File: src/include/slice_defs.svh
// Sizing macros for the FP slice; include wherever a width, lane count or depth is needed
`ifndef SLICE_DEFS_SVH
`define SLICE_DEFS_SVH

// ------------------------------
// Data path
// ------------------------------
`define SLICE_WIDTH 32
`define SLICE_LANES 2

// Floating-point format widths
`define SLICE_FP32_W 32
`define SLICE_FP16_W 16

// ------------------------------
// Pipeline
// ------------------------------
// Number of register stages between request and lanes
`define SLICE_PIPE_REGS 2

// Width of the tag carried along with each request
`define SLICE_TAG_W 8

`endif
File: src/hw/fp_slice_pkg.sv
// Shared types of the FP slice; import into any module that moves requests, stages or responses
`include "slice_defs.svh"

package fp_slice_pkg;

  // Supported floating-point formats
  typedef enum logic {
    FMT_FP32 = 1'b0,
    FMT_FP16 = 1'b1
  } fmt_e;

  // Non-computational operations
  typedef enum logic [2:0] {
    OP_SGNJ  = 3'd0,
    OP_SGNJN = 3'd1,
    OP_SGNJX = 3'd2,
    OP_MIN   = 3'd3,
    OP_MAX   = 3'd4
  } op_e;

  // IEEE exception flags, invalid first
  typedef struct packed {
    logic nv;
    logic dz;
    logic of;
    logic uf;
    logic nx;
  } status_t;

  // Request as seen at the slice boundary
  typedef struct packed {
    logic [`SLICE_WIDTH-1:0] operand_a;
    logic [`SLICE_WIDTH-1:0] operand_b;
    op_e                     op;
    fmt_e                    fmt;
    logic                    vectorial;
    logic [`SLICE_LANES-1:0] simd_mask;
    logic [`SLICE_TAG_W-1:0] tag;
  } slice_req_t;

  // Operand pair of a single lane
  typedef struct packed {
    logic [`SLICE_WIDTH-1:0] operand_a;
    logic [`SLICE_WIDTH-1:0] operand_b;
  } lane_ops_t;

  // Pipeline payload, operands already split per lane
  typedef struct packed {
    lane_ops_t [`SLICE_LANES-1:0] lane_ops;
    logic [`SLICE_LANES-1:0]      lane_active;
    logic [`SLICE_LANES-1:0]      simd_mask;
    op_e                          op;
    fmt_e                         fmt;
    logic [`SLICE_TAG_W-1:0]      tag;
  } lane_stage_t;

  // Response returned to the sink
  typedef struct packed {
    logic [`SLICE_WIDTH-1:0] result;
    status_t                 status;
    logic [`SLICE_TAG_W-1:0] tag;
  } slice_rsp_t;

endpackage

File: src/hw/fp_slice_result_pack.sv
// Output side of the FP slice; packs lane results by format and merges the lane flags
`timescale 1ns/10ps
`include "slice_defs.svh"

module fp_slice_result_pack import fp_slice_pkg::*; (
  input  logic [`SLICE_LANES-1:0][`SLICE_WIDTH-1:0] lane_result_i,
  input  status_t [`SLICE_LANES-1:0]                lane_status_i,
  input  logic [`SLICE_LANES-1:0]                   lane_active_i,
  input  logic [`SLICE_LANES-1:0]                   simd_mask_i,
  input  fmt_e                                      fmt_i,
  input  logic [`SLICE_TAG_W-1:0]                   tag_i,
  output slice_rsp_t                                rsp_o
);

  logic [`SLICE_WIDTH-1:0] fp16_packed;
  status_t                 status_acc;

  // ------------------------------
  // FP16 slots
  // ------------------------------
  always_comb begin : pack_fp16
    for (int unsigned lane = 0; lane < `SLICE_LANES; lane++) begin
      // Idle slots are NaN-boxed
      if (lane_active_i[lane]) begin
        fp16_packed[lane*`SLICE_FP16_W +: `SLICE_FP16_W] =
            lane_result_i[lane][`SLICE_FP16_W-1:0];
      end else begin
        fp16_packed[lane*`SLICE_FP16_W +: `SLICE_FP16_W] = '1;
      end
    end
  end

  // ------------------------------
  // Status collapse
  // ------------------------------
  always_comb begin : merge_status
    status_acc = '0;
    for (int unsigned lane = 0; lane < `SLICE_LANES; lane++) begin
      // Masked or idle lanes raise nothing
      if (lane_active_i[lane] && simd_mask_i[lane]) begin
        status_acc = status_acc | lane_status_i[lane];
      end
    end
  end

  // FP32 only ever lives in lane 0
  assign rsp_o.result = (fmt_i == FMT_FP32) ? lane_result_i[0] : fp16_packed;
  assign rsp_o.status = status_acc;
  assign rsp_o.tag    = tag_i;

endmodule

File: config.mk
export PLATFORM = sky130hd
export DESIGN_NAME = fp_slice_result_pack
export DESIGN_NICKNAME = d
export VERILOG_FILES = /design/src/hw/fp_slice_pkg.sv /design/src/hw/fp_slice_result_pack.sv
export VERILOG_INCLUDE_DIRS = /design/src /design/src/include
export SDC_FILE = /design/constraint.sdc
export NUM_CORES = 1
export LEC_CHECK = 0
export BUFFER_PORTS_ARGS = -buffer_cell sky130_fd_sc_hd__buf_2
export CAP_MARGIN = 10
export CORE_AREA = 2 2 51 53
export DETAILED_ROUTE_END_ITERATION = 16
export DIE_AREA = 0 0 53 55
export GPL_ROUTABILITY_DRIVEN = 0
export PLACE_DENSITY_LB_ADDON = 0.2
export RECOVER_POWER = 25
export SLEW_MARGIN = 10
export SYNTH_ARGS = -nofsm -noshare
export SYNTH_HDL_FRONTEND = slang
export SYNTH_SLANG_ARGS = --single-unit
export TNS_END_PERCENT = 100
File: constraint.sdc
create_clock -name vclk -period 0.8
set_input_delay 0.04 -clock vclk [all_inputs]
set_output_delay 0.04 -clock vclk [all_outputs]
set_load 0.02 [all_outputs]
# After elaboration in Yosys (flattened, before gate mapping)
# Index checks and enable logic that the tools add are counted.
# totals
out_inout_bits	45
elab_cells	8
register_bits	0
in_bits	87
# classes
mux	5
bitwise_logic	1
n_reduce_logical	2
# op_table
operator	count
two-way mux 16 bit	2
two-way mux 32 bit	1
two-way mux 5 bit	2
OR 5 bit	1
logical AND 1 bit	2

# Longest topological paths before layout
# depth
depth_word	4
mapped_depth	4
depth_no_buf	2

# Worst setup path before layout
# OpenSTA, ideal clock, no wires.
# synth_path
path_kind	in2out
startpoint	in fmt_i
endpoint	out rsp_o[43] (netlist name)
path_stages	4
arrival_ns	0.729
path_slack_ns	0.031
cell_sequence	buf_6 -> buf_4 -> nor2_1 -> a31oi_1
# synth_rtl
item	line	rtl
start, declared	fp_slice_result_pack.sv:10	input fmt_e fmt_i,
end, declared	fp_slice_result_pack.sv:12	output slice_rsp_t rsp_o

==> metrics <==
status=completed; row count=18; Cell Area, Placed=about 890 sq um; final worst slack=0.0468 ns; total number of vias=between 700 and 800; vias in the first global route=601; first-pass GRT wire length=between 2000 and 2500 um; hold_sp=tag_i[2]; worst slack, placed=-0.0124 ns; CLK BUF=0; Critical Path End Type=output port; Crit Path Class=primary input to output port; filler instances=260; Die Width=between 50 and 60 um; crit start category=primary input; Routed WL=about 1900 um; worst endpoint required time=0.76 ns; synth warn=0; top-area cell type share of the netlist area=~31%; Largest delay share family, worst path=buffers and inverters; max-cap violations=0; share of the yosys chip area belonging to registers=0%; Crit path largest cell delay=about 0.16 ns; vias per inst=between 4 and 5; Total GRT Usage=10.2%; critical path's most frequent cell=buf_4; fmax=around 1.3 GHz; Final ANT Viol Nets=0; final core utilization=approximately two fifths; Congestion Overflow GR=0; Post-Syn Area=between 400 and 500 sq um; Period Utilization, post-route=a little over nine tenths; Seq cells=0; Worst Hold End=rsp_o[2]; drt initial violations=8; CP max-delay cell=buf_2; commonest non-fill, non-tap cell in the layout=buf_2; crit path DAT=0.71 ns; VDD IR-drop max=between 0.3 and 0.4 mV; detailed placement HPWL=1630 um; Initial Util=around 18%; Hold WS=between 0.08 and 0.09 ns; P per Cell Area=around 700 nW/um^2; fin. max-slew vios=0; library cells used by synthesis=11; Die ar.=approximately 2900 sq um; Leak Pwr=~0.00052 uW; DR pass1 iterations=4; io pins=~130; Final #Nets=roughly 240; register area=0 sq um; WHS Path Cells=0; initial antenna violation count=0; top post-synthesis cells by area=o22a_1 31%, nand2b_1 24%, buf_4 18%; WL per Instance=approximately 11 um; Setup violations, final=0; Residual DRC=0; largest area contributor in the netlist=o22a_1; core area=2360 sq um; die height=between 50 and 60 um; Hold Path Class=primary input to output port; I/O Buffers=100; Slew headroom=about nine tenths; setup bufs post-CTS=0; WP depth=5; critical path cell sequence=buf_4, buf_4, nand2b_2, nand2b_1, buf_2; Tmin final=around 0.75 ns; crit path max fanout=8; area grow syn2layout=113%; Avg Inst Size Synth=7.85 sq um; most frequent cells in the layout=96 x buf_2, 16 x nand2b_1, 15 x o22a_1; Least-Margin Pin Slew=~0.16 ns; post-synthesis cell count=54; Antenna Cells=0; worst path bufs/invs=3; syn nets=~140; area of the multi-input gates=around 330 sq um; Fin. Hold Viols=0; RSZ-0062 raised after global routing=no; Final Cell Area=a little over 900 sq um; pin count of the biggest net entering global routing=17; share of cells above drive strength 1=~73%
==> cell usage after synthesis, drive strengths merged <==
| master | n |
|---|---|
| inv | 1 |
| nor2 | 1 |
| buf | 12 |
| a32o | 5 |
| a31oi | 1 |
| and2 | 1 |
| nand2b | 17 |
| o22a | 15 |
| nand2 | 1 |
==> through the flow <==
stage               std cells  power [uW]  setup TNS [ns]
floorplan                  54         404               0
global placement          175         619               0
detailed placement        175         624         -0.0149
CTS                       175         628               0
global route              176         681               0
finish                    176         629               0
==> repair_timing <==
| action | CTS | global route |
|---|---|---|
| hold buffers | 0 | 0 |
| resized for setup | 1 | 3 |
| endpoints found under the setup margin | 3 | 8 |
| gates cloned | 0 | 1 |
==> layout make-up <==
class	instances	area share (%)
timing repair buffer	103	58.5
multi-input combinational	42	36.9
tap	30	4.15
inverter	1	0.415
==> cells by family (layout without fill, tap and decap cells) <==
family,Yosys count,after routing,synth area share [%]
buffers and inverters,13,104,23.9
AO/OA/AOI/OAI,21,21,44.3
AND/OR/NAND/NOR,20,21,31.9
==> power by group <==
part / internal, uW / leakage [uW] / switching (uW)
Combinational: 298 / 0.000523 / 332
Clock: 0 / 0 / 0
Sequential: 0 / 0 / 0
==> how the worst max path moves through the flow <==
stage / endpoint / slack, ns / startpoint
2_1_floorplan: rsp_o[43] / 0.03 / fmt_i
3_3_place_gp: rsp_o[43] / 0.007 / fmt_i
3_5_place_dp: rsp_o[43] / -0.01 / fmt_i
4_1_cts: rsp_o[12] / 0.009 / lane_active_i[1]
5_1_grt: rsp_o[16] / 0.01 / fmt_i
6_report: rsp_o[18] / 0.05 / fmt_i
==> routing by layer <==
| layer | wire length (um) | vias to the layer above | track usage, % | part of all wire, % |
|---|---|---|---|---|
| li1 | - | 382 | - | - |
| met1 | 651 | 336 | 9.46 | 34 |
| met2 | 955 | 65 | 23.5 | 51 |
| met3 | 275 | 2 | 1.34 | 15 |
| met4 | 5 | 0 | 0.855 | 0.26 |
| met5 | 0 | - | 0 | 0 |
No activity file was read; power rests on OpenSTA's default activity.
