[config.mk]
export PLATFORM = sky130hd
export DESIGN_NAME = fp_slice_pipe
export DESIGN_NICKNAME = d
export VERILOG_FILES = /design/src/hw/fp_slice_pkg.sv /design/src/hw/fp_slice_pipe.sv
export VERILOG_INCLUDE_DIRS = /design/src /design/src/include
export SDC_FILE = /design/constraint.sdc
export NUM_CORES = 1
export LEC_CHECK = 0
export ABC_AREA = 1
export BUFFER_PORTS_ARGS = -buffer_cell sky130_fd_sc_hd__buf_2
export CORE_ASPECT_RATIO = 2
export CORE_UTILIZATION = 46
export CTS_BUF_LIST = sky130_fd_sc_hd__clkbuf_8
export DETAILED_ROUTE_END_ITERATION = 8
export PLACE_DENSITY = 0.71
export SYNTH_ARGS = -nofsm -noshare
export SYNTH_HDL_FRONTEND = slang
export SYNTH_SLANG_ARGS = --single-unit
[constraint.sdc]
create_clock -name clk_i -period 12.35 [get_ports clk_i]
set_input_delay 1.8525 -clock clk_i [delete_from_list [all_inputs] [get_ports clk_i]]
set_output_delay 1.8525 -clock clk_i [all_outputs]
set_load 0.02 [all_outputs]
[src/include/slice_defs.svh]
// Sizing macros for the FP slice; include wherever a width, lane count or depth is needed
`ifndef SLICE_DEFS_SVH
`define SLICE_DEFS_SVH

// ------------------------------
// Data path
// ------------------------------
`define SLICE_WIDTH 32
`define SLICE_LANES 2

// Floating-point format widths
`define SLICE_FP32_W 32
`define SLICE_FP16_W 16

// ------------------------------
// Pipeline
// ------------------------------
// Number of register stages between request and lanes
`define SLICE_PIPE_REGS 2

// Width of the tag carried along with each request
`define SLICE_TAG_W 8

`endif
[src/hw/fp_slice_pkg.sv]
// Shared types of the FP slice; import into any module that moves requests, stages or responses
`include "slice_defs.svh"

package fp_slice_pkg;

  // Supported floating-point formats
  typedef enum logic {
    FMT_FP32 = 1'b0,
    FMT_FP16 = 1'b1
  } fmt_e;

  // Non-computational operations
  typedef enum logic [2:0] {
    OP_SGNJ  = 3'd0,
    OP_SGNJN = 3'd1,
    OP_SGNJX = 3'd2,
    OP_MIN   = 3'd3,
    OP_MAX   = 3'd4
  } op_e;

  // IEEE exception flags, invalid first
  typedef struct packed {
    logic nv;
    logic dz;
    logic of;
    logic uf;
    logic nx;
  } status_t;

  // Request as seen at the slice boundary
  typedef struct packed {
    logic [`SLICE_WIDTH-1:0] operand_a;
    logic [`SLICE_WIDTH-1:0] operand_b;
    op_e                     op;
    fmt_e                    fmt;
    logic                    vectorial;
    logic [`SLICE_LANES-1:0] simd_mask;
    logic [`SLICE_TAG_W-1:0] tag;
  } slice_req_t;

  // Operand pair of a single lane
  typedef struct packed {
    logic [`SLICE_WIDTH-1:0] operand_a;
    logic [`SLICE_WIDTH-1:0] operand_b;
  } lane_ops_t;

  // Pipeline payload, operands already split per lane
  typedef struct packed {
    lane_ops_t [`SLICE_LANES-1:0] lane_ops;
    logic [`SLICE_LANES-1:0]      lane_active;
    logic [`SLICE_LANES-1:0]      simd_mask;
    op_e                          op;
    fmt_e                         fmt;
    logic [`SLICE_TAG_W-1:0]      tag;
  } lane_stage_t;

  // Response returned to the sink
  typedef struct packed {
    logic [`SLICE_WIDTH-1:0] result;
    status_t                 status;
    logic [`SLICE_TAG_W-1:0] tag;
  } slice_rsp_t;

endpackage

[src/hw/fp_slice_pipe.sv]
// Elastic register pipeline of the FP slice; carries the lane stage struct with valid/ready
`timescale 1ns/10ps
`include "slice_defs.svh"

module fp_slice_pipe import fp_slice_pkg::*; (
  input  logic        clk_i,
  input  logic        rst_i,
  // Upstream
  input  lane_stage_t stage_i,
  input  logic        in_valid_i,
  output logic        in_ready_o,
  // Downstream
  output lane_stage_t stage_o,
  output logic        out_valid_o,
  input  logic        out_ready_i,
  output logic        busy_o
);

  localparam int unsigned DEPTH = `SLICE_PIPE_REGS;

  lane_stage_t [DEPTH-1:0] data_q;
  logic [DEPTH-1:0]        valid_q;

  // Index i feeds stage i, index DEPTH is the pipeline output
  lane_stage_t [DEPTH:0]   data_chain;
  logic [DEPTH:0]          valid_chain;
  logic [DEPTH:0]          ready;

  assign data_chain  = {data_q, stage_i};
  assign valid_chain = {valid_q, in_valid_i};

  // ------------------------------
  // Ready propagation
  // ------------------------------
  // A stage accepts when empty or when the next one accepts
  always_comb begin : ready_chain
    ready[DEPTH] = out_ready_i;
    for (int i = DEPTH - 1; i >= 0; i--) begin
      ready[i] = ~valid_q[i] | ready[i + 1];
    end
  end

  // ------------------------------
  // Stage registers
  // ------------------------------
  always_ff @(posedge clk_i) begin : valid_regs
    if (rst_i) begin
      valid_q <= '0;
    end else begin
      for (int unsigned i = 0; i < DEPTH; i++) begin
        if (ready[i]) begin
          valid_q[i] <= valid_chain[i];
        end
      end
    end
  end

  // Payload only moves with a valid item
  always_ff @(posedge clk_i) begin : data_regs
    for (int unsigned i = 0; i < DEPTH; i++) begin
      if (ready[i] && valid_chain[i]) begin
        data_q[i] <= data_chain[i];
      end
    end
  end

  assign in_ready_o  = ready[0];
  assign stage_o     = data_chain[DEPTH];
  assign out_valid_o = valid_chain[DEPTH];
  assign busy_o      = |valid_q;

endmodule

## Word level (Yosys, flattened, before mapping)

Cells that the tools add are included.

- Word-level logic and storage cells: 27
- Output and inout port bits: 147
- Flip-flop bits (word level): 290

- Reduce and logical (&&, ||, !) cells: 3
- Bitwise operators: 4

Operator list:

| operator | count |
|---|---|
| 1-bit logical AND | 2 |
| 1-bit NOT | 2 |
| 1-bit bitwise OR | 2 |
| 2-bit OR reduction | 1 |

## Depth between registers and ports, before layout

Gate-level depths: netlist of run 1.

- Depth after elaboration: 4
- Mapped depth: 4
- Mapped depth without buffers: 4

## Worst setup path after synthesis of run 1

Ideal clock, no wire load.

- Path kind: input to register
- Start point: input out_ready_i
- End point: register data_q (netlist bit stage_o[0]) (enable)
- Setup time: 0.695 ns
- Buffers on the path: 0
- Setup slack: 2.812 ns
- Arrival: 8.843 ns
- Required time: 11.655 ns
- Cell stages on the path: 2
- Path through: inv_1 -> a21oi_1

- Longest elaborated chain between the ends: 2

RTL lines:

| item | RTL line | source |
|---|---|---|
| from (decl) | fp_slice_pipe.sv:15 | `input logic out_ready_i,` |
| 1-bit bitwise OR | fp_slice_pipe.sv:39 | `ready[i] = ~valid_q[i] \| ready[i + 1];` |
| 1-bit logical AND | fp_slice_pipe.sv:61 | `if (ready[i] && valid_chain[i]) begin` |
| to (signal, indexed assignment) | fp_slice_pipe.sv:62 | `data_q[i] <= data_chain[i];` |
| to (decl) | fp_slice_pipe.sv:21 | `lane_stage_t [DEPTH-1:0] data_q;` |

No other way between the ends.
A chain may end at the register's enable or synchronous reset.

## Worst setup path in the final report of run 1

- Start point: input out_ready_i
- End point: output in_ready_o

- Longest elaborated chain between the ends: 2

RTL lines:

| item | RTL line | source |
|---|---|---|
| 1-bit bitwise OR (2 in series) | fp_slice_pipe.sv:39 |  |
| to (decl) | fp_slice_pipe.sv:11 | `output logic in_ready_o,` |

No other way between the ends.

==> flow_metrics.py, run 1 <==
metrics = {
    "run_status": {
        "outcome": "finished, final reports clean",
    },
    "synth": {
        "synth_area_leader_cell": "edfxtp_1",
        "synth.top_cells.by_area": "edfxtp_1 (88%), buf_4 (11%), dfxtp_1 (0.41%)",
        "ys_types": 9,
        "synth-seq-cells": 290,
        "ys_warn_count": 0,
        "dominantRegCellSynth": "edfxtp_1",
        "synth_area_um2": 9830,
        "yosysMostFrequentCell": "edfxtp_1",
        "syn_inst": 445,
        "synthArstFlopShare": 0,
        "synth_top_area_share": 0.880,
        "synth_common_cells": "edfxtp_1 (288), buf_4 (144), inv_1 (4)",
        "syn_nets": 593,
        "avgSynthCellArea_um2": 22.1,
        "synth_edf_count": 288,
        "synth.yosys.seq_area_share": 0.884,
    },
    "pwr": {
        "vdd_drop_max_v": 0.000126,
        "switchingPower_uw": 415,
        "pwr-share-seq": 0.594,
        "pwr-share-clk": 0.356,
        "power_frac_comb": 0.050,
        "p_int_uw": 1530,
        "p_leak_uw": 0.00442,
        "powerDensity_nw_per_um2": 171,
        "sw_frac_of_total": 0.213,
    },
    "detailed_routing": {
        "routedWlPerCell_um": 17.7,
        "first_pass_iters": 4,
        "wl_um": 16700,
        "vias": 4156,
        "drtIter0Drc": 156,
        "route.detailed.drc": 0,
        "ant_nets": 0,
        "via_per_inst": 4.40,
    },
    "placement": {
        "numPortBuffers": 294,
        "dp_hpwl_um": 11500,
        "dp_cells": 867,
        "placed_area_um2": 10600,
        "gp_congestion": 0.733,
    },
    "layout": {
        "drive_above_1_share": 0.527,
        "instances_no_fill": 944,
        "fin_nets": 788,
        "syn2layout_area_growth_pct": 15.7,
        "design_area_um2": 11400,
        "nFillCells": 1670,
    },
    "clock_network": {
        "post_cts_buffers": 0,
        "h-tree-depth": 2,
        "clockBufferDepth": 3,
        "cts.sinks": 290,
        "clock_latency_ns": 0.53,
        "cts_tree": "built",
        "cts_resized": 0,
        "clkTransAtPathRegs_ns": 0.07,
        "cts_root_buffer": "clkbuf_8",
        "cts_inserted_buffers": 40,
        "ctsHoldBuffers": 0,
    },
    "die": {
        "boundaryPins": 295,
        "core_um2": 20900,
        "num_rows": 75,
        "die_h_um": 209,
        "start_util": 0.470,
        "die_area_um2": 22000,
        "die-width_um": 105,
    },
    "worst_setup_path": {
        "cp-endpoint": "in_ready_o",
        "startpoint": "out_ready_i",
        "path_max_fanout": 3,
        "required_ns": 10.50,
        "worstPathArrival_ns": 2.37,
        "cp-end-kind": "output port",
        "critical_path_class": "in -> out",
        "critPathLaunchType": "input port",
        "ff2ff_path_depth": 4,
        "rr_endpoint": "data_chain[179]",
        "r2r_start": "valid_q[1]",
        "r2r_slack_ns": 9.86,
    },
    "global_route": {
        "grt_pass1_vias": 4557,
        "grt_first_pass_wirelength_um": 24400,
        "grt_usage": 0.151,
        "overflow": 0,
        "grt_max_degree": 101,
        "antenna_found_initial": 5,
    },
    "timing": {
        "period_needed_ns": 4.23,
        "finalHoldViolCount": 0,
        "rsz0062_at_grt": "false",
        "slew_violations": 0,
        "setup_viol": 0,
        "max_freq_ghz": 0.237,
        "skew_ns": 0.0158,
        "period_share": 0.342,
        "slew_headroom": 0.128,
        "fin_setup_tns_ns": 0,
        "tightest_slew_ns": 1.31,
    },
    "worst_hold_path": {
        "min_path_type": "reg -> reg",
    },
    "job": {
        "drv_cap": 0,
    },
}
[power by group through the flow]
stage	clock (µW)	combinational, µW	sequential (µW)
finish	694	97.9	1160
global route	759	105	1160
CTS	724	100	1160
detailed placement	0	99.9	1180
global placement	0	97.1	1180
floorplan	0	72.8	1180
[cell usage in the layout (no fill, tap or decap), drive strengths merged]
cell        n
clkinvlp    2
nand2       2
inv        19
clkinv     11
diode       5
or2         1
a21oi       3
nand3       1
buf       297
edfxtp    288
bufinv      2
clkbuf     42
dfxtp       2
[layer usage]
metal | share of wire | wire [µm] | track usage | up-vias
met4 | 0.043 | 724 | 0.107 | 0
met1 | 0.33 | 5450 | 0.142 | 1985
met2 | 0.55 | 9240 | 0.268 | 216
li1 | - | - | - | 1908
met3 | 0.077 | 1280 | 0.0502 | 47
met5 | 0 | 0 | 0 | -
[logic make-up after synthesis]
family / after synthesis / share of synthesized area
buffers and inverters: 148 / 0.112
AOI/OAI and AO/OA: 3 / 0.00191
DFF: 290 / 0.884
and+or+nand+nor: 4 / 0.00242
[critical path: stages]
cell,delay (ns)
buf_2,0.10
inv_1,0.13
nand3_2,0.11
buf_2,0.18
[stage by stage]
stage	setup slack (ns)	utilization	hold slack [ns]	power, µW
2_1_floorplan	2.81	-	0.400	1250
3_3_place_gp	8.14	0.506	0.400	1270
3_5_place_dp	8.12	0.506	0.405	1280
4_1_cts	8.12	0.543	0.411	1980
5_1_grt	8.10	0.543	0.418	2020
6_report	8.12	0.543	0.409	1950
[flip-flops by register name, summed over array words and instances, names as in the netlist]
name	flops
stage_o	144
data_chain	144
valid_q	2
[layout make-up]
| class | instances | area, µm² | share of cell area |
|---|---|---|---|
| multi-input cells | 7 | 53.8 | 0.00473 |
| inverters | 4 | 20.0 | 0.00176 |
| flip-flops and latches | 290 | 8690 | 0.764 |
| repair buffers | 297 | 1490 | 0.131 |
| diodes | 5 | 12.5 | 0.00110 |
| well taps | 269 | 337 | 0.0296 |
| clock inverters | 30 | 184 | 0.0162 |
| clock buffers | 42 | 578 | 0.0509 |
[how the worst min path moves through the flow]
stage | from | to | slack [ns] | cells after the start
finish | data_chain[280] | stage_o[136] | 0.41 | 0
floorplan | data_chain[144] | stage_o[0] | 0.40 | 0
global placement | data_chain[162] | stage_o[18] | 0.40 | 0
CTS | data_chain[266] | stage_o[122] | 0.41 | 0
detailed placement | data_chain[255] | stage_o[111] | 0.40 | 0
global route | data_chain[284] | stage_o[140] | 0.42 | 0
(Power assumes the default switching activity.)
==> run 2: changes to the inputs <==
==> constraint.sdc (replaced) <==
create_clock -name clk_i -period 4.1 [get_ports clk_i]
set_input_delay 0.615 -clock clk_i [delete_from_list [all_inputs] [get_ports clk_i]]
set_output_delay 0.615 -clock clk_i [all_outputs]
set_load 0.02 [all_outputs]
==> run 2 against run 1 <==
Compared with the run above:
- via count is 1.4% lower
- combinational power rose to 3.0 times the previous value
- sequential share of layout area grew 0.076 points
- clock skew rose by 0.0052 ns
- non-clock buffer count rose by 1
- first-iteration DRC count rose by 26%
- power increased to 3.0 times the previous value
- critical path depth unchanged
==> flow_metrics.py, run 2 (same netlist as run 1, synthesis figures left out) <==
metrics = {
    "placement": {
        "dp_cells": 868,
        "preCtsSetupSlack_ns": 1.44,
        "gp_congestion": 0.752,
        "dp_hpwl_um": 11100,
        "numPortBuffers": 294,
    },
    "worst_setup_path": {
        "worstPathArrival_ns": 2.46,
        "critical_path_class": "reg -> reg",
        "critPathLaunchType": "register",
        "path_max_fanout": 108,
        "cp-end-kind": "register",
        "required_ns": 4.29,
    },
    "pwr": {
        "p_leak_uw": 0.00440,
        "powerDensity_nw_per_um2": 510,
        "vdd_drop_max_v": 0.000342,
    },
    "timing": {
        "period_needed_ns": 2.27,
        "slew_headroom": 0.468,
        "tightest_slew_ns": 0.796,
        "max_freq_ghz": 0.441,
        "rsz0062_at_grt": "false",
        "slew_violations": 0,
        "finalHoldViolCount": 0,
        "setup_viol": 0,
        "period_share": 0.553,
        "skew_ns": 0.0211,
        "fin_setup_tns_ns": 0,
        "hold_slack_ns": 0.261,
        "setup_ws_ns": 1.83,
    },
    "clock_network": {
        "post_cts_buffers": 0,
        "cts_root_buffer": "clkbuf_8",
        "ctsHoldBuffers": 0,
        "h-tree-depth": 2,
        "cts.sinks": 290,
        "cts_inserted_buffers": 41,
        "clkTransAtPathRegs_ns": 0.07,
        "clockBufferDepth": 3,
        "cts_resized": 0,
        "cts_tree": "built",
        "clock_latency_ns": 0.53,
    },
    "layout": {
        "fin_nets": 790,
        "mostFrequentLayoutCell": "buf_2",
        "nFillCells": 1666,
        "syn2layout_area_growth_pct": 15.6,
        "instances_no_fill": 942,
        "drive_above_1_share": 0.525,
        "mostFrequentLayoutCells": "buf_2 (294), edfxtp_1 (288), clkbuf_8 (43)",
    },
    "detailed_routing": {
        "drtIter0Drc": 196,
        "first_pass_iters": 4,
        "routedWlPerCell_um": 17.0,
        "wl_um": 16000,
        "route.detailed.drc": 0,
        "via_per_inst": 4.35,
        "ant_nets": 0,
        "vias": 4099,
    },
    "run_status": {
        "outcome": "finished, final reports clean",
    },
    "die": {
        "die-width_um": 105,
        "die_h_um": 209,
        "core_um2": 20900,
        "die_area_um2": 22000,
        "num_rows": 75,
        "start_util": 0.470,
        "boundaryPins": 295,
    },
    "job": {
        "drv_cap": 0,
    },
    "global_route": {
        "grt_usage": 0.145,
        "grt_pass1_vias": 4307,
        "grt_first_pass_wirelength_um": 23400,
        "grt_max_degree": 109,
        "overflow": 0,
        "antenna_found_initial": 3,
    },
    "worst_hold_path": {
        "min_path_type": "in -> reg",
    },
}
==> run 2: cell types whose count changed in the layout (fill, tap and decap cells not counted) <==
cell	delta
clkbuf_8	+1
buf_12	+1
clkinv_4	-1
inv_1	-4
clkinv_2	-1
diode_2	-2
bufinv_16	-1
clkinv_1	+5
==> run 2: power by group <==
part           switching, µW  internal, µW  total, µW  leakage, µW
registers               37.2          3450       3480      0.00277
clock network            980          1030       2010     0.000418
logic                    199          97.0        296      0.00121
==> run 2: path summary, 6_finish.rpt <==
check	startpoint	to	slack (ns)	depth (start not counted)
max	valid_q[1]	data_chain[276]	1.83	4
max reg2reg	valid_q[1]	data_chain[276]	1.83	4
min reg2reg	data_chain[201]	stage_o[57]	0.40	0
min	stage_i[125]	data_chain[269]	0.26	1
==> run 2: layer usage <==
layer  vias up  GRT usage  part of all wire
li1       1908          -                 -
met1      1933      0.149              0.34
met2       207      0.248              0.53
met3        51     0.0508             0.081
met4         0     0.0962             0.050
met5         -          0                 0
==> run 2: area by class of cell <==
type	count	area [µm²]	share of cell area
flip-flops and latches	290	8690	0.765
repair buffers	298	1510	0.133
clock buffers	43	592	0.0521
well taps	269	337	0.0296
clock inverters	28	145	0.0128
multi-input cells	7	53.8	0.00474
inverters	4	18.8	0.00165
diodes	3	7.51	0.000661
==> run 2: stage by stage <==
step                utilization  power [µW]  instance area, µm²
finish                    0.543        5790               11400
global route              0.543        6010               11400
CTS                       0.542        5880               11300
detailed placement        0.507        3850               10600
global placement          0.507        3830               10600
floorplan                     -        3760                9840
==> run 2: critical path, stage by stage, from the launching register on <==
cell and delay [ns]:
dfxtp_1 0.43, nand3_2 0.14, nand2_1 0.12, clkinvlp_4 0.64
buf_12 0.53
