File: config.mk
export PLATFORM = sky130hd
export DESIGN_NAME = fp_slice_lane
export DESIGN_NICKNAME = d
export VERILOG_FILES = /design/src/hw/fp_slice_pkg.sv /design/src/hw/fp_slice_lane.sv
export VERILOG_INCLUDE_DIRS = /design/src /design/src/include
export SDC_FILE = /design/constraint.sdc
export NUM_CORES = 1
export LEC_CHECK = 0
export BUFFER_PORTS_ARGS = -buffer_cell sky130_fd_sc_hd__buf_2
export CORE_MARGIN = 3
export CORE_UTILIZATION = 50
export DETAILED_ROUTE_END_ITERATION = 10
export GPL_ROUTABILITY_DRIVEN = 0
export GPL_TIMING_DRIVEN = 0
export PLACE_DENSITY = 0.85
export SETUP_SLACK_MARGIN = 0.02
export SYNTH_ARGS = -nofsm -noshare
export SYNTH_HDL_FRONTEND = slang
export SYNTH_SLANG_ARGS = --single-unit
File: constraint.sdc
create_clock -name vclk -period 4.35
set_input_delay 0.2175 -clock vclk [all_inputs]
set_output_delay 0.2175 -clock vclk [all_outputs]
set_load 0.01 [all_outputs]
File: src/include/slice_defs.svh
// Sizing macros for the FP slice; include wherever a width, lane count or depth is needed
`ifndef SLICE_DEFS_SVH
`define SLICE_DEFS_SVH

// ------------------------------
// Data path
// ------------------------------
`define SLICE_WIDTH 32
`define SLICE_LANES 2

// Floating-point format widths
`define SLICE_FP32_W 32
`define SLICE_FP16_W 16

// ------------------------------
// Pipeline
// ------------------------------
// Number of register stages between request and lanes
`define SLICE_PIPE_REGS 2

// Width of the tag carried along with each request
`define SLICE_TAG_W 8

`endif
File: src/hw/fp_slice_pkg.sv
// Shared types of the FP slice; import into any module that moves requests, stages or responses
`include "slice_defs.svh"

package fp_slice_pkg;

  // Supported floating-point formats
  typedef enum logic {
    FMT_FP32 = 1'b0,
    FMT_FP16 = 1'b1
  } fmt_e;

  // Non-computational operations
  typedef enum logic [2:0] {
    OP_SGNJ  = 3'd0,
    OP_SGNJN = 3'd1,
    OP_SGNJX = 3'd2,
    OP_MIN   = 3'd3,
    OP_MAX   = 3'd4
  } op_e;

  // IEEE exception flags, invalid first
  typedef struct packed {
    logic nv;
    logic dz;
    logic of;
    logic uf;
    logic nx;
  } status_t;

  // Request as seen at the slice boundary
  typedef struct packed {
    logic [`SLICE_WIDTH-1:0] operand_a;
    logic [`SLICE_WIDTH-1:0] operand_b;
    op_e                     op;
    fmt_e                    fmt;
    logic                    vectorial;
    logic [`SLICE_LANES-1:0] simd_mask;
    logic [`SLICE_TAG_W-1:0] tag;
  } slice_req_t;

  // Operand pair of a single lane
  typedef struct packed {
    logic [`SLICE_WIDTH-1:0] operand_a;
    logic [`SLICE_WIDTH-1:0] operand_b;
  } lane_ops_t;

  // Pipeline payload, operands already split per lane
  typedef struct packed {
    lane_ops_t [`SLICE_LANES-1:0] lane_ops;
    logic [`SLICE_LANES-1:0]      lane_active;
    logic [`SLICE_LANES-1:0]      simd_mask;
    op_e                          op;
    fmt_e                         fmt;
    logic [`SLICE_TAG_W-1:0]      tag;
  } lane_stage_t;

  // Response returned to the sink
  typedef struct packed {
    logic [`SLICE_WIDTH-1:0] result;
    status_t                 status;
    logic [`SLICE_TAG_W-1:0] tag;
  } slice_rsp_t;

endpackage

File: src/hw/fp_slice_lane.sv
// One SIMD lane of the FP slice; computes sign injection and min/max on its element
`timescale 1ns/10ps
`include "slice_defs.svh"

module fp_slice_lane import fp_slice_pkg::*; #(
  parameter int unsigned LANE = 0
) (
  input  logic [`SLICE_WIDTH-1:0] operand_a_i,
  input  logic [`SLICE_WIDTH-1:0] operand_b_i,
  input  op_e                     op_i,
  input  fmt_e                    fmt_i,
  output logic [`SLICE_WIDTH-1:0] result_o,
  output status_t                 status_o
);

  // Only lane 0 is wide enough for FP32
  localparam logic HAS_FP32 = (LANE == 0);

  localparam logic [`SLICE_FP32_W-1:0] QNAN_FP32 = 32'h7FC0_0000;
  localparam logic [`SLICE_FP16_W-1:0] QNAN_FP16 = 16'h7E00;

  logic                     is_fp32;
  logic                     sign_a;
  logic                     sign_b;
  logic [`SLICE_FP32_W-2:0] mag_a;
  logic [`SLICE_FP32_W-2:0] mag_b;
  logic                     nan_a;
  logic                     nan_b;
  logic                     snan_a;
  logic                     snan_b;
  logic                     a_lt_b;
  logic [`SLICE_WIDTH-1:0]  val_a;
  logic [`SLICE_WIDTH-1:0]  val_b;
  logic [`SLICE_WIDTH-1:0]  canon_nan;

  // Rebuild a value of the lane format, FP16 goes in the low half
  function automatic logic [`SLICE_WIDTH-1:0] compose(input logic                     wide,
                                                      input logic                     sign,
                                                      input logic [`SLICE_FP32_W-2:0] mag);
    if (wide) begin
      return {sign, mag};
    end
    return {{`SLICE_FP16_W{1'b1}}, sign, mag[`SLICE_FP16_W-2:0]};
  endfunction

  assign is_fp32 = HAS_FP32 && (fmt_i == FMT_FP32);

  // ------------------------------
  // Field decode
  // ------------------------------
  always_comb begin : decode
    if (is_fp32) begin
      // 1 sign, 8 exponent, 23 mantissa, quiet bit 22
      sign_a = operand_a_i[31];
      sign_b = operand_b_i[31];
      mag_a  = operand_a_i[30:0];
      mag_b  = operand_b_i[30:0];
      nan_a  = (&operand_a_i[30:23]) && (|operand_a_i[22:0]);
      nan_b  = (&operand_b_i[30:23]) && (|operand_b_i[22:0]);
      snan_a = nan_a && !operand_a_i[22];
      snan_b = nan_b && !operand_b_i[22];
    end else begin
      // 1 sign, 5 exponent, 10 mantissa, quiet bit 9
      sign_a = operand_a_i[15];
      sign_b = operand_b_i[15];
      mag_a  = {16'h0000, operand_a_i[14:0]};
      mag_b  = {16'h0000, operand_b_i[14:0]};
      nan_a  = (&operand_a_i[14:10]) && (|operand_a_i[9:0]);
      nan_b  = (&operand_b_i[14:10]) && (|operand_b_i[9:0]);
      snan_a = nan_a && !operand_a_i[9];
      snan_b = nan_b && !operand_b_i[9];
    end
  end

  // Numeric order, -0 below +0 falls out of the sign test
  always_comb begin : compare
    if (sign_a != sign_b) begin
      a_lt_b = sign_a;
    end else if (sign_a) begin
      a_lt_b = mag_a > mag_b;
    end else begin
      a_lt_b = mag_a < mag_b;
    end
  end

  assign val_a     = compose(is_fp32, sign_a, mag_a);
  assign val_b     = compose(is_fp32, sign_b, mag_b);
  assign canon_nan = is_fp32 ? QNAN_FP32 : {{`SLICE_FP16_W{1'b1}}, QNAN_FP16};

  // ------------------------------
  // Operation
  // ------------------------------
  always_comb begin : operation
    result_o = val_a;
    status_o = '0;
    case (op_i)
      OP_SGNJ:  result_o = compose(is_fp32, sign_b, mag_a);
      OP_SGNJN: result_o = compose(is_fp32, ~sign_b, mag_a);
      OP_SGNJX: result_o = compose(is_fp32, sign_a ^ sign_b, mag_a);
      OP_MIN, OP_MAX: begin
        status_o.nv = snan_a | snan_b;
        if (nan_a && nan_b) begin
          result_o = canon_nan;
        end else if (nan_a) begin
          result_o = val_b;
        end else if (nan_b) begin
          result_o = val_a;
        end else if (op_i == OP_MIN) begin
          result_o = a_lt_b ? val_a : val_b;
        end else begin
          result_o = a_lt_b ? val_b : val_a;
        end
      end
      default: result_o = val_a;
    endcase
  end

endmodule

### After elaboration in Yosys (flattened, before gate mapping)

Cells that the tools add are included.

* register bits after elaboration: 0
* bits of input ports: 68
* output and inout bits: 37

* $lt $le $gt $ge: 2
* equal/unequal tests: 5
* multiplexer cells: 31
* bitwise gates (word level): 3
* reduce and logical (&&, ||, !) cells: 23

Operator list (number)
* two-way mux 32 bit: 15
* one-hot mux 32 bit (4 select lines): 1
* two-way mux 31 bit: 2
* OR reduction 23 bit: 2
* greater-than comparator 31 bit: 1
* less-than comparator 31 bit: 1
* OR reduction 10 bit: 2
* AND reduction 8 bit: 2
* two-way mux 1 bit: 13
* AND reduction 5 bit: 2
* logical AND 1 bit: 9
* equality test 3 x 2 -> 1 bit (second input constant): 2
* logical NOT 1 bit: 4
* equality test 3 x 1 -> 1 bit (second input constant): 1
* equality test 3 bit (second input constant): 1
* logical NOT 3 bit: 1
* OR reduction 2 bit: 1
* inequality test 1 bit: 1
* inverter 1 bit: 1
* bitwise OR 1 bit: 1
* bitwise XOR 1 bit: 1

### Longest topological paths before layout

Gate-level depths: netlist of run 1.

* depth after elaboration: 10
* gate-level depth with buffers: 16
* gate-level depth less buffers: 11

### Worst setup path after synthesis of run 1

No wires, ideal clock.

* path type: input -> output
* start: input port fmt_i
* end: output port result_o[16]
* arrival: 3.680 ns
* path slack: 0.453 ns
* stages on the path: 14
* cells stage by stage: clkbuf_1 > clkbuf_1 > clkbuf_1 > clkbuf_1 > nor2b_1 > ha_1 > nand4_1 > nor4_2 > nand2_1 > a211o_1 > a211oi_4 > nor2_1 > a21o_4 > a211oi_2

* cells in the longest elaborated chain, start to end: 10
* elaborated cells between the ends (all ways): 32
* those cells by class: order compare (2); eq/ne (1); mux (28); reduce/logical (1)

RTL lines
* start: declaration: RTL line fp_slice_lane.sv:11 `input fmt_e fmt_i,`
* two-way mux 31 bit: RTL line fp_slice_lane.sv:52 `if (is_fp32) begin`
* less-than comparator 31 bit / greater-than comparator 31 bit (equally long branches): RTL line fp_slice_lane.sv:82, fp_slice_lane.sv:80
* two-way mux 1 bit: RTL line fp_slice_lane.sv:79 `end else if (sign_a) begin`
* two-way mux 1 bit: RTL line fp_slice_lane.sv:77 `if (sign_a != sign_b) begin`
* two-way mux 32 bit, on equally long branches: RTL line fp_slice_lane.sv:111, fp_slice_lane.sv:109
* two-way mux 32 bit: RTL line fp_slice_lane.sv:108 `end else if (op_i == OP_MIN) begin`
* two-way mux 32 bit: RTL line fp_slice_lane.sv:106 `end else if (nan_b) begin`
* two-way mux 32 bit: RTL line fp_slice_lane.sv:104 `end else if (nan_a) begin`
* two-way mux 32 bit: RTL line fp_slice_lane.sv:102 `if (nan_a && nan_b) begin`
* one-hot mux 32 bit (4 select lines) (*): RTL line fp_slice_lane.sv:96 `case (op_i)`
* end: declaration: RTL line fp_slice_lane.sv:12 `` output logic [`SLICE_WIDTH-1:0] result_o, ``

Mark *: on every way between the ends. The rest lies on a longest branch, timed or not. The select of a mux whose other input is x is not followed.

### Worst setup path in the final report of run 1

* start: input port fmt_i
* end: output port result_o[28]

The elaborated chain is that of the path after synthesis.

==> reports/results.tsv, run 1 <==
stage	metric	value	unit
run_status	outcome	finished, final reports clean	
final_layout	Layout Cells excl Fill	489	
drt	vias post-DR	3103	
clocking	post-CTS setup buffer count	0	
timing	Worst Tran Pin Value	0.767	ns
final_layout	FFs & Latches	0	
final_layout	Layout area overhead	26.5	%
synthesis	post-synthesis cell type count	57	
final_layout	# fillers	371	
floorplanning	core area	4170	µm²
worst_hold_path	Hold Path Class	in2out	
final_layout	register area	0	µm²
timing	max-slew violations	0	
placement	dpl cells	491	
timing	endpoints failing setup	0	
flow_run	max cap viols	0	
grt	Congestion Overflow GR	0	
drt	Routed WL	7650	µm
timing	unrepaired setup endpoints after global routing	false	
grt	GR Util All Layers	0.284	
drt	Avg WL per Cell	15.6	µm
timing	f_max	0.243	GHz
synthesis	count of yosys warnings during synthesis	0	
power	maximum VDD drop	61.2	µV
synthesis	syn_area_per_cell	6.61	µm²
synthesis	Synth Cell Area	2240	µm²
drt	Final ANT Viol Nets	0	
grt	largest net degree at the start of global routing	14	
final_layout	fin util	0.679	
placement	Detail Placement HPWL	6410	µm
floorplanning	Rows	23	
final_layout	ANT cells	0	
critical_path	CP max FO	22	
synthesis	Post-Syn Instances	339	
floorplanning	die footprint	5320	µm²
critical_path	Worst EP required	4.13	ns
final_layout	clkbuf count	0	
final_layout	# nets final	540	
floorplanning	Initial Util	0.537	
critical_path	CP max-delay cell	a211oi_2	
critical_path	Critical Path Start Type	input pin	
timing	final hold violation count	0	
final_layout	share of cells above drive strength 1	0.303	
timing	worst hold slack	0.747	ns
drt	drt first pass iters	5	
critical_path	WS Path Type	in2out	
critical_path	CP Cell Sequence	buf_2 -> clkbuf_2 -> clkbuf_2 -> nor2b_1 -> ha_1 -> nand4_1 -> nor3_1 -> a22oi_1 -> o211ai_1 -> a211oi_2 -> nor4_4 -> o31ai_4 -> buf_6 -> nor2_1 -> a211o_1 -> buf_2	
critical_path	CP Capture Type	primary output	
clocking	# hold bufs at CTS	0	
drt	Iter 0 DRT Violations	292	
critical_path	Data arrival, critical path	3.90	ns
grt	vias in the first global route	2863	
synthesis	post-synthesis sequential area ratio	0	
floorplanning	Ports	105	
timing	Tmin final	4.12	ns
placement	Buffers on Ports	99	
final_layout	Multi-input gate area	2100	µm²
drt	vias per inst	6.35	
floorplanning	Die W	72.9	µm
power	pwr/cell area	119	nW/µm²
grt	initial antenna violation count	0	
timing	normalized max-slew margin	0.485	
grt	global-route wire length before repair	12600	µm
timing	fin crit share	0.946	
floorplanning	Die H	72.9	µm
critical_path	worst stage delay on the critical path	0.47	ns
drt	drt drc	0	
power	Static Leak	1.37	nW
==> area by class of cell <==
| class | count | share of cell area |
|---|---|---|
| Buffer | 14 | 0.0287 |
| Timing Repair Buffer | 99 | 0.175 |
| Inverter | 24 | 0.0318 |
| Multi-Input combinational cell | 302 | 0.742 |
| Tap cell | 50 | 0.0221 |
==> routing by layer <==
| layer | up-vias | part of all wire | track usage |
|---|---|---|---|
| met5 | - | 0 | 0 |
| met4 | 0 | 0.017 | 0.0553 |
| met3 | 24 | 0.12 | 0.0234 |
| met2 | 217 | 0.48 | 0.508 |
| met1 | 1388 | 0.39 | 0.372 |
| li1 | 1474 | - | - |
==> power by group <==
group | switching (mW) | internal (mW) | total [mW]
clock | 0 | 0 | 0
sequential | 0 | 0 | 0
combinational | 0.196 | 0.142 | 0.338
==> metrics by stage <==
step                      power [mW]  setup WS (ns)  instance area [µm²]  TNS (ns)
after global placement         0.316         -0.471                 2810    -12.30
after detailed placement       0.325         -0.503                 2810    -13.39
after CTS                      0.327       0.000907                 2810         0
after global routing           0.373         0.0203                 2830         0
after floorplan                0.205          0.453                 2250         0
final                          0.338          0.233                 2830         0
==> cell families after synthesis <==
logic type / after synthesis / share of synthesized area
adder cells (fa/ha/maj): 31 / 0.173
buffers and inverters: 40 / 0.0777
AND/OR/NAND/NOR: 152 / 0.366
multiplexers: 3 / 0.0140
XOR/XNOR: 1 / 0.00391
other: 1 / 0.00167
AO/OA/AOI/OAI: 111 / 0.363
==> synth_stat cells, drive strengths merged, types with 2 or more instances <==
cell type   n  area (µm²)
o22ai       4        25.0
o21ai      24         131
o41ai       2        17.5
nand3b      2        15.0
or3         2        17.5
buf         7        50.0
o31ai       2        28.8
inv        24        90.1
clkbuf      9        33.8
nor2b      19         119
o22a        6        52.6
a22o        9        78.8
a211o       5        43.8
nor2       35         131
or2         3        18.8
o32ai       3        26.3
nand2b     18         113
nand4      16         100
a21oi      31         166
ha         31         388
nand3       6        30.0
mux2i       2        20.0
nor3        9        67.6
o32a        2        20.0
nand2      28         105
a31oi       2        12.5
a211oi      7        85.1
nor4       11        81.3
o21a        4        30.0
==> critical path, delay by kind of cell <==
family          cells  cell delay, ns
buf+inv             5            1.22
simple gates        5            0.58
fa+ha+maj           1            0.33
compound gates      5            1.56
==> repair_timing <==
item,in CTS,in global routing
pin swaps,0,0
endpoints found under the hold margin,0,0
setup endpoints to repair,32,32
resized for setup,3,6
==> final timing paths <==
check | from | endpoint | slack, ns | depth (start not counted)
min | operand_b_i[4] | result_o[4] | 0.75 | 3
max | fmt_i | result_o[28] | 0.23 | 16
==> cells in the final DEF (no fill, tap or decap), types with 3 or more instances in the layout <==
cell type | netlist | final
o21ai_1 | 10 | 9
ha_1 | 31 | 31
a211o_1 | 5 | 5
a21oi_1 | 28 | 28
o22ai_1 | 4 | 4
nand2_1 | 28 | 28
o21ai_0 | 11 | 11
nor2_1 | 35 | 35
o21a_1 | 4 | 4
nand4_1 | 16 | 16
nor3_1 | 7 | 6
or2_2 | 3 | 3
o21ai_2 | 3 | 4
conb_1 | 1 | 4
buf_4 | 4 | 4
buf_2 | 1 | 100
clkbuf_2 | 0 | 4
nand3_1 | 6 | 6
clkbuf_1 | 9 | 3
nor4_1 | 9 | 9
a21oi_2 | 3 | 3
nand2b_1 | 18 | 18
o32ai_1 | 3 | 3
nor2b_1 | 19 | 19
inv_1 | 24 | 24
a211oi_2 | 4 | 4
a22o_1 | 9 | 9
o22a_1 | 6 | 6
Note: power is estimated with default switching activity, not from simulation.
==> run 2: changes to the inputs <==
--- a/config.mk
+++ b/config.mk
@@ -6,13 +6,13 @@
 export SDC_FILE = /design/constraint.sdc
 export NUM_CORES = 1
 export LEC_CHECK = 0
-export BUFFER_PORTS_ARGS = -buffer_cell sky130_fd_sc_hd__buf_2
 export CORE_MARGIN = 3
-export CORE_UTILIZATION = 50
+export CORE_UTILIZATION = 65
 export DETAILED_ROUTE_END_ITERATION = 10
+export DONT_BUFFER_PORTS = 1
 export GPL_ROUTABILITY_DRIVEN = 0
 export GPL_TIMING_DRIVEN = 0
-export PLACE_DENSITY = 0.85
+export PLACE_DENSITY = 0.81
 export SETUP_SLACK_MARGIN = 0.02
 export SYNTH_ARGS = -nofsm -noshare
 export SYNTH_HDL_FRONTEND = slang
==> run 2 against run 1 <==
Compared with the run above:
- final cell count fell by 21%
- via count fell by 15%
- non-clock buffer count fell by 95
- worst setup slack improved by 0.024 ns
- first-iteration DRC count fell by 32%
- combinational power fell by 23%
- global-route usage rose by 4.2 points
- design area fell by 17%
- wire length fell by 8.8%
- count of clock-buffer cells in the layout did not move
- fmax rose by 0.59%
==> reports/results.tsv, run 2 (same netlist as run 1, synthesis figures left out) <==
stage	metric	value	unit	change
run_status	outcome	finished, final reports clean		
final_layout	most frequent cells in the layout	nor2_1 (35), ha_1 (31), nand2_1 (28), a21oi_1 (28), inv_1 (24)		
grt	initial antenna violation count	0		unchanged
grt	global route hottest layer	met2		
timing	endpoints failing setup	0		unchanged
worst_hold_path	Hold Path Stages	2		-1
timing	unrepaired setup endpoints after global routing	false		
drt	drt drc	0		unchanged
final_layout	most common cell after layout, fill and taps aside	nor2_1		
drt	Routed WL	6980	µm	-8.8%
critical_path	worst stage delay on the critical path	0.40	ns	-0.07 ns
worst_hold_path	Hold Path Class	in2out		
power	Static Leak	1.00	nW	-27%
timing	final hold violation count	0		unchanged
power	pwr/cell area	110	nW/µm²	-7.7%
grt	met2 usage	0.566		+0.0578
final_layout	share of cells above drive strength 1	0.110		-0.192
grt	vias in the first global route	2490		-13%
power	PnR Total Power	0.260	mW	-23%
timing	Worst Tran Pin Value	0.754	ns	-0.0134 ns
timing	worst hold slack	0.565	ns	-0.183 ns
grt	GR Util All Layers	0.326		+0.0416
placement	Buffers on Ports	0		-100%
final_layout	register area	0	µm²	unchanged
final_layout	ANT cells	0		unchanged
clocking	# hold bufs at CTS	0		unchanged
floorplanning	core area	3180	µm²	-24%
grt	Congestion Overflow GR	0		unchanged
drt	drt first pass iters	5		unchanged
critical_path	Worst EP required	4.13	ns	about the same
grt	met3 global-route usage	0.0468		+0.0234
final_layout	# fillers	279		-25%
drt	vias post-DR	2651		-15%
final_layout	clkbuf count	0		unchanged
critical_path	CP Capture Type	primary output		
final_layout	# nets final	445		-18%
critical_path	WS Path Type	in2out		
flow_run	max cap viols	0		unchanged
floorplanning	Die H	64.7	µm	-11%
timing	normalized max-slew margin	0.494		+0.00901
timing	f_max	0.244	GHz	+0.59%
placement	Detail Placement HPWL	5790	µm	-9.7%
floorplanning	Initial Util	0.705		+0.168
floorplanning	die footprint	4190	µm²	-21%
floorplanning	Rows	20		-13%
drt	vias per inst	6.83		+7.7%
critical_path	CP max-delay cell	or3_4		
critical_path	Critical Path Start Type	input pin		
critical_path	CP max FO	10		-55%
timing	fin crit share	0.941		-0.00555
floorplanning	Ports	105		unchanged
timing	Tmin final	4.09	ns	-0.0241 ns
critical_path	cell mode on critical path	clkbuf_2		
grt	grt met1 use	0.425		+0.0537
final_layout	Layout area overhead	5.14	%	
drt	Final ANT Viol Nets	0		unchanged
floorplanning	Die W	64.7	µm	-11%
drt	Avg WL per Cell	18.0	µm	+15%
final_layout	FFs & Latches	0		unchanged
power	maximum VDD drop	58.9	µV	-3.7%
grt	global-route wire length before repair	11300	µm	-10%
drt	Iter 0 DRT Violations	200		-32%
grt	largest net degree at the start of global routing	11		-3
critical_path	Data arrival, critical path	3.88	ns	-0.02 ns
critical_path	CP Cell Sequence	clkbuf_2 -> clkbuf_2 -> clkbuf_2 -> clkbuf_2 -> nor2b_1 -> ha_1 -> nand4_1 -> nor3_1 -> a22oi_1 -> o211ai_1 -> buf_4 -> a211o_1 -> a21oi_2 -> nor3_4 -> or3_4 -> o22a_1		
timing	max-slew violations	0		unchanged
[run 2: worst paths after layout]
kind	startpoint	endpoint	slack, ns
setup / recovery	fmt_i	result_o[30]	0.26
hold / removal	operand_a_i[12]	result_o[12]	0.56
[run 2: power by group]
group	total (mW)	leakage [nW]	switching (mW)	internal, mW
Sequential	0	0	0	0
Combinational	0.260	1.00	0.154	0.106
Clock	0	0	0	0
Total	0.260	1.00	0.154	0.106
[run 2: metal layers]
metal | wire, µm | up-vias
met1 | 2840 | 1200
met3 | 753 | 14
li1 | - | 1275
met2 | 3260 | 162
met5 | 0 | -
met4 | 127 | 0
[run 2: worst max-delay path: cells and delay by family]
family	cells	cell delay, ns
fa+ha+maj	1	0.33
simple gates	5	0.95
buf+inv	5	1.17
compound gates	5	1.21
[run 2: what timing repair did]
action	4_1_cts	5_1_grt
endpoints found under the hold margin	0	0
pin swaps	0	2
gates resized for setup	4	8
buffers inserted	0	2
endpoints found under the setup margin	32	32
[run 2: area by class of cell]
class | count | area [µm²] | area share
plain buffers | 16 | 91.3 | 0.0388
inverters | 24 | 90.1 | 0.0383
multi-input cells | 302 | 2100 | 0.893
well taps | 44 | 55.1 | 0.0234
repair buffers | 2 | 15.0 | 0.00638
[run 2: stage by stage]
stage          area, µm²  setup TNS, ns  worst slack (ns)  utilization  instances
6_report            2350              0             0.257        0.741        388
5_1_grt             2350              0            0.0276        0.741        388
3_5_place_dp        2310          -7.97            -0.309        0.726        386
3_3_place_gp        2310          -6.09            -0.251        0.726        386
2_1_floorplan       2250              0             0.453            -        342
4_1_cts             2310              0            0.0451        0.727        386
==> run 3: changes to the inputs <==
--- a/config.mk
+++ b/config.mk
@@ -7,7 +7,7 @@
 export NUM_CORES = 1
 export LEC_CHECK = 0
 export CORE_MARGIN = 3
-export CORE_UTILIZATION = 65
+export CORE_UTILIZATION = 62
 export DETAILED_ROUTE_END_ITERATION = 10
 export DONT_BUFFER_PORTS = 1
 export GPL_ROUTABILITY_DRIVEN = 0
==> constraint.sdc (replaced) <==
create_clock -name vclk -period 3.7
set_input_delay 0.185 -clock vclk [all_inputs]
set_output_delay 0.185 -clock vclk [all_outputs]
set_load 0.01 [all_outputs]
==> run 3 against run 2 <==
Compared with the run above:
- sequential cell count unchanged
- wire length increased by 12%
- largest power group unchanged
- first-iteration DRC count up 33%
- non-clock buffer count increased by 8
- highest routed layer unchanged
- worst hold slack worse by 0.068 ns
- critical endpoint is now result_o[16]
- design area grew 11%
- die area up 4.4%
- worst setup slack lost 0.24 ns
==> reports/results.tsv, run 3 (same netlist as run 1, synthesis figures left out) <==
stage	metric	value	unit	change
run_status	outcome	finished, final reports clean		
final_layout	# nets final	454		+2.0%
timing	normalized max-slew margin	0.501		+0.00684
final_layout	ANT cells	0		unchanged
drt	Final ANT Viol Nets	0		unchanged
timing	fin crit share	0.995		
final_layout	register area	0	µm²	unchanged
flow_run	max cap viols	0		unchanged
final_layout	Finished Cell Area	2620	µm²	+11%
timing	max-slew violations	0		unchanged
timing	unrepaired setup endpoints after global routing	true		
power	maximum VDD drop	74.1	µV	+26%
drt	drt first pass iters	8		+3
grt	largest net degree at the start of global routing	11		unchanged
timing	Final WS setup	0.0173	ns	-0.240 ns
grt	Congestion Overflow GR	0		unchanged
drt	vias per inst	6.95		+1.8%
critical_path	CP max FO	19		+9
floorplanning	Initial Util	0.656		-0.0490
grt	global-route wire length before repair	11700	µm	+3.4%
final_layout	fin util	0.766		+0.0246
timing	worst hold slack	0.497	ns	-0.0679 ns
timing	Tmin final	3.68	ns	
worst_hold_path	Hold Path Stages	2		unchanged
worst_hold_path	HP Start	operand_a_i[10]		
grt	GR Util All Layers	0.331		+0.00463
drt	Iter 0 DRT Violations	266		+33%
power	pwr/cell area	138	nW/µm²	+25%
floorplanning	Rows	21		+5.0%
final_layout	share of cells above drive strength 1	0.184		+0.0737
placement	Detail Placement HPWL	5910	µm	+2.2%
floorplanning	Die W	66.1	µm	+2.2%
drt	drt drc	0		unchanged
placement	Buffers on Ports	0		unchanged
worst_hold_path	hold path endpoint	result_o[10]		
drt	vias post-DR	2775		+4.7%
placement	Placed Area	2310	µm²	+0.22%
timing	endpoints failing setup	0		unchanged
final_layout	FFs & Latches	0		unchanged
final_layout	clkbuf count	0		unchanged
final_layout	Layout area overhead	16.8	%	
grt	vias in the first global route	2597		+4.3%
worst_hold_path	Hold Path Class	in2out		
grt	initial antenna violation count	0		unchanged
floorplanning	Die H	66.1	µm	+2.2%
floorplanning	die footprint	4370	µm²	+4.4%
power	Static Leak	1.09	nW	+8.9%
final_layout	most frequent cells in the layout	nor2_1 (34), ha_1 (29), a21oi_1 (28), nand2_1 (27), inv_1 (24)		
floorplanning	core area	3420	µm²	+7.5%
floorplanning	Ports	105		unchanged
placement	Placement Setup Slack	-0.659	ns	-0.349 ns
drt	Routed WL	7810	µm	+12%
critical_path	Data arrival, critical path	3.50	ns	-0.38 ns
critical_path	Worst EP required	3.51	ns	-0.62 ns
final_layout	Layout Cells excl Fill	399		+2.8%
placement	dpl cells	388		+0.52%
clocking	# hold bufs at CTS	0		unchanged
timing	f_max	0.272	GHz	
timing	Worst Tran Pin Value	0.744	ns	-0.0102 ns
drt	Avg WL per Cell	19.6	µm	+8.8%
timing	final hold violation count	0		unchanged
final_layout	most common cell after layout, fill and taps aside	nor2_1		
critical_path	Critical Path Start Type	input pin		
critical_path	CP Capture Type	primary output		
critical_path	WS Path Type	in2out		
[run 3: worst max-delay path by stage]
stage	start	to	slack, ns
floorplan	fmt_i	result_o[16]	0.04
global placement	fmt_i	result_o[16]	-0.64
detailed placement	fmt_i	result_o[16]	-0.66
CTS	fmt_i	result_o[28]	0.03
global route	fmt_i	result_o[16]	-0.08
finish	fmt_i	result_o[16]	0.02
[run 3: critical path, stage by stage]
cell      delay [ns]
buf_6           0.16
buf_6           0.16
buf_4           0.18
nor2b_1         0.07
ha_1            0.30
nand4_1         0.21
buf_4           0.22
nor4_4          0.40
nand2_2         0.16
a211o_4         0.41
a211oi_4        0.39
nor2_4          0.08
a21o_4          0.28
a211oi_4        0.29
[run 3: through the flow]
| step | power (mW) | TNS (ns) |
|---|---|---|
| after detailed placement | 0.290 | -17.79 |
| after global placement | 0.282 | -18.00 |
| after global routing | 0.389 | -0.988 |
| after floorplan | 0.242 | 0 |
| final | 0.360 | 0 |
| after CTS | 0.332 | 0 |
[run 3: layer usage]
metal | share of wire | GRT usage
met3 | 0.13 | 0.0663
met1 | 0.37 | 0.411
met2 | 0.48 | 0.572
met4 | 0.017 | 0.0888
met5 | 0 | 0
[run 3: area by class of cell]
cell class | instances | area (µm²)
well taps | 46 | 57.6
multi-input cells | 303 | 2250
plain buffers | 15 | 120
fillers | 270 | 801
inverters | 24 | 90.1
repair buffers | 11 | 92.6
[run 3: timing repair]
| item | CTS | global route |
|---|---|---|
| buffers inserted | 8 | 2 |
| pin swaps | 12 | 16 |
| cloned | 2 | 0 |
| gates resized for setup | 29 | 21 |
| setup endpoints to repair | 32 | 32 |
[run 3: power breakdown]
part           internal (mW)  leakage, nW  switching [mW]
Clock                      0            0               0
Sequential                 0            0               0
Combinational          0.154         1.09           0.206
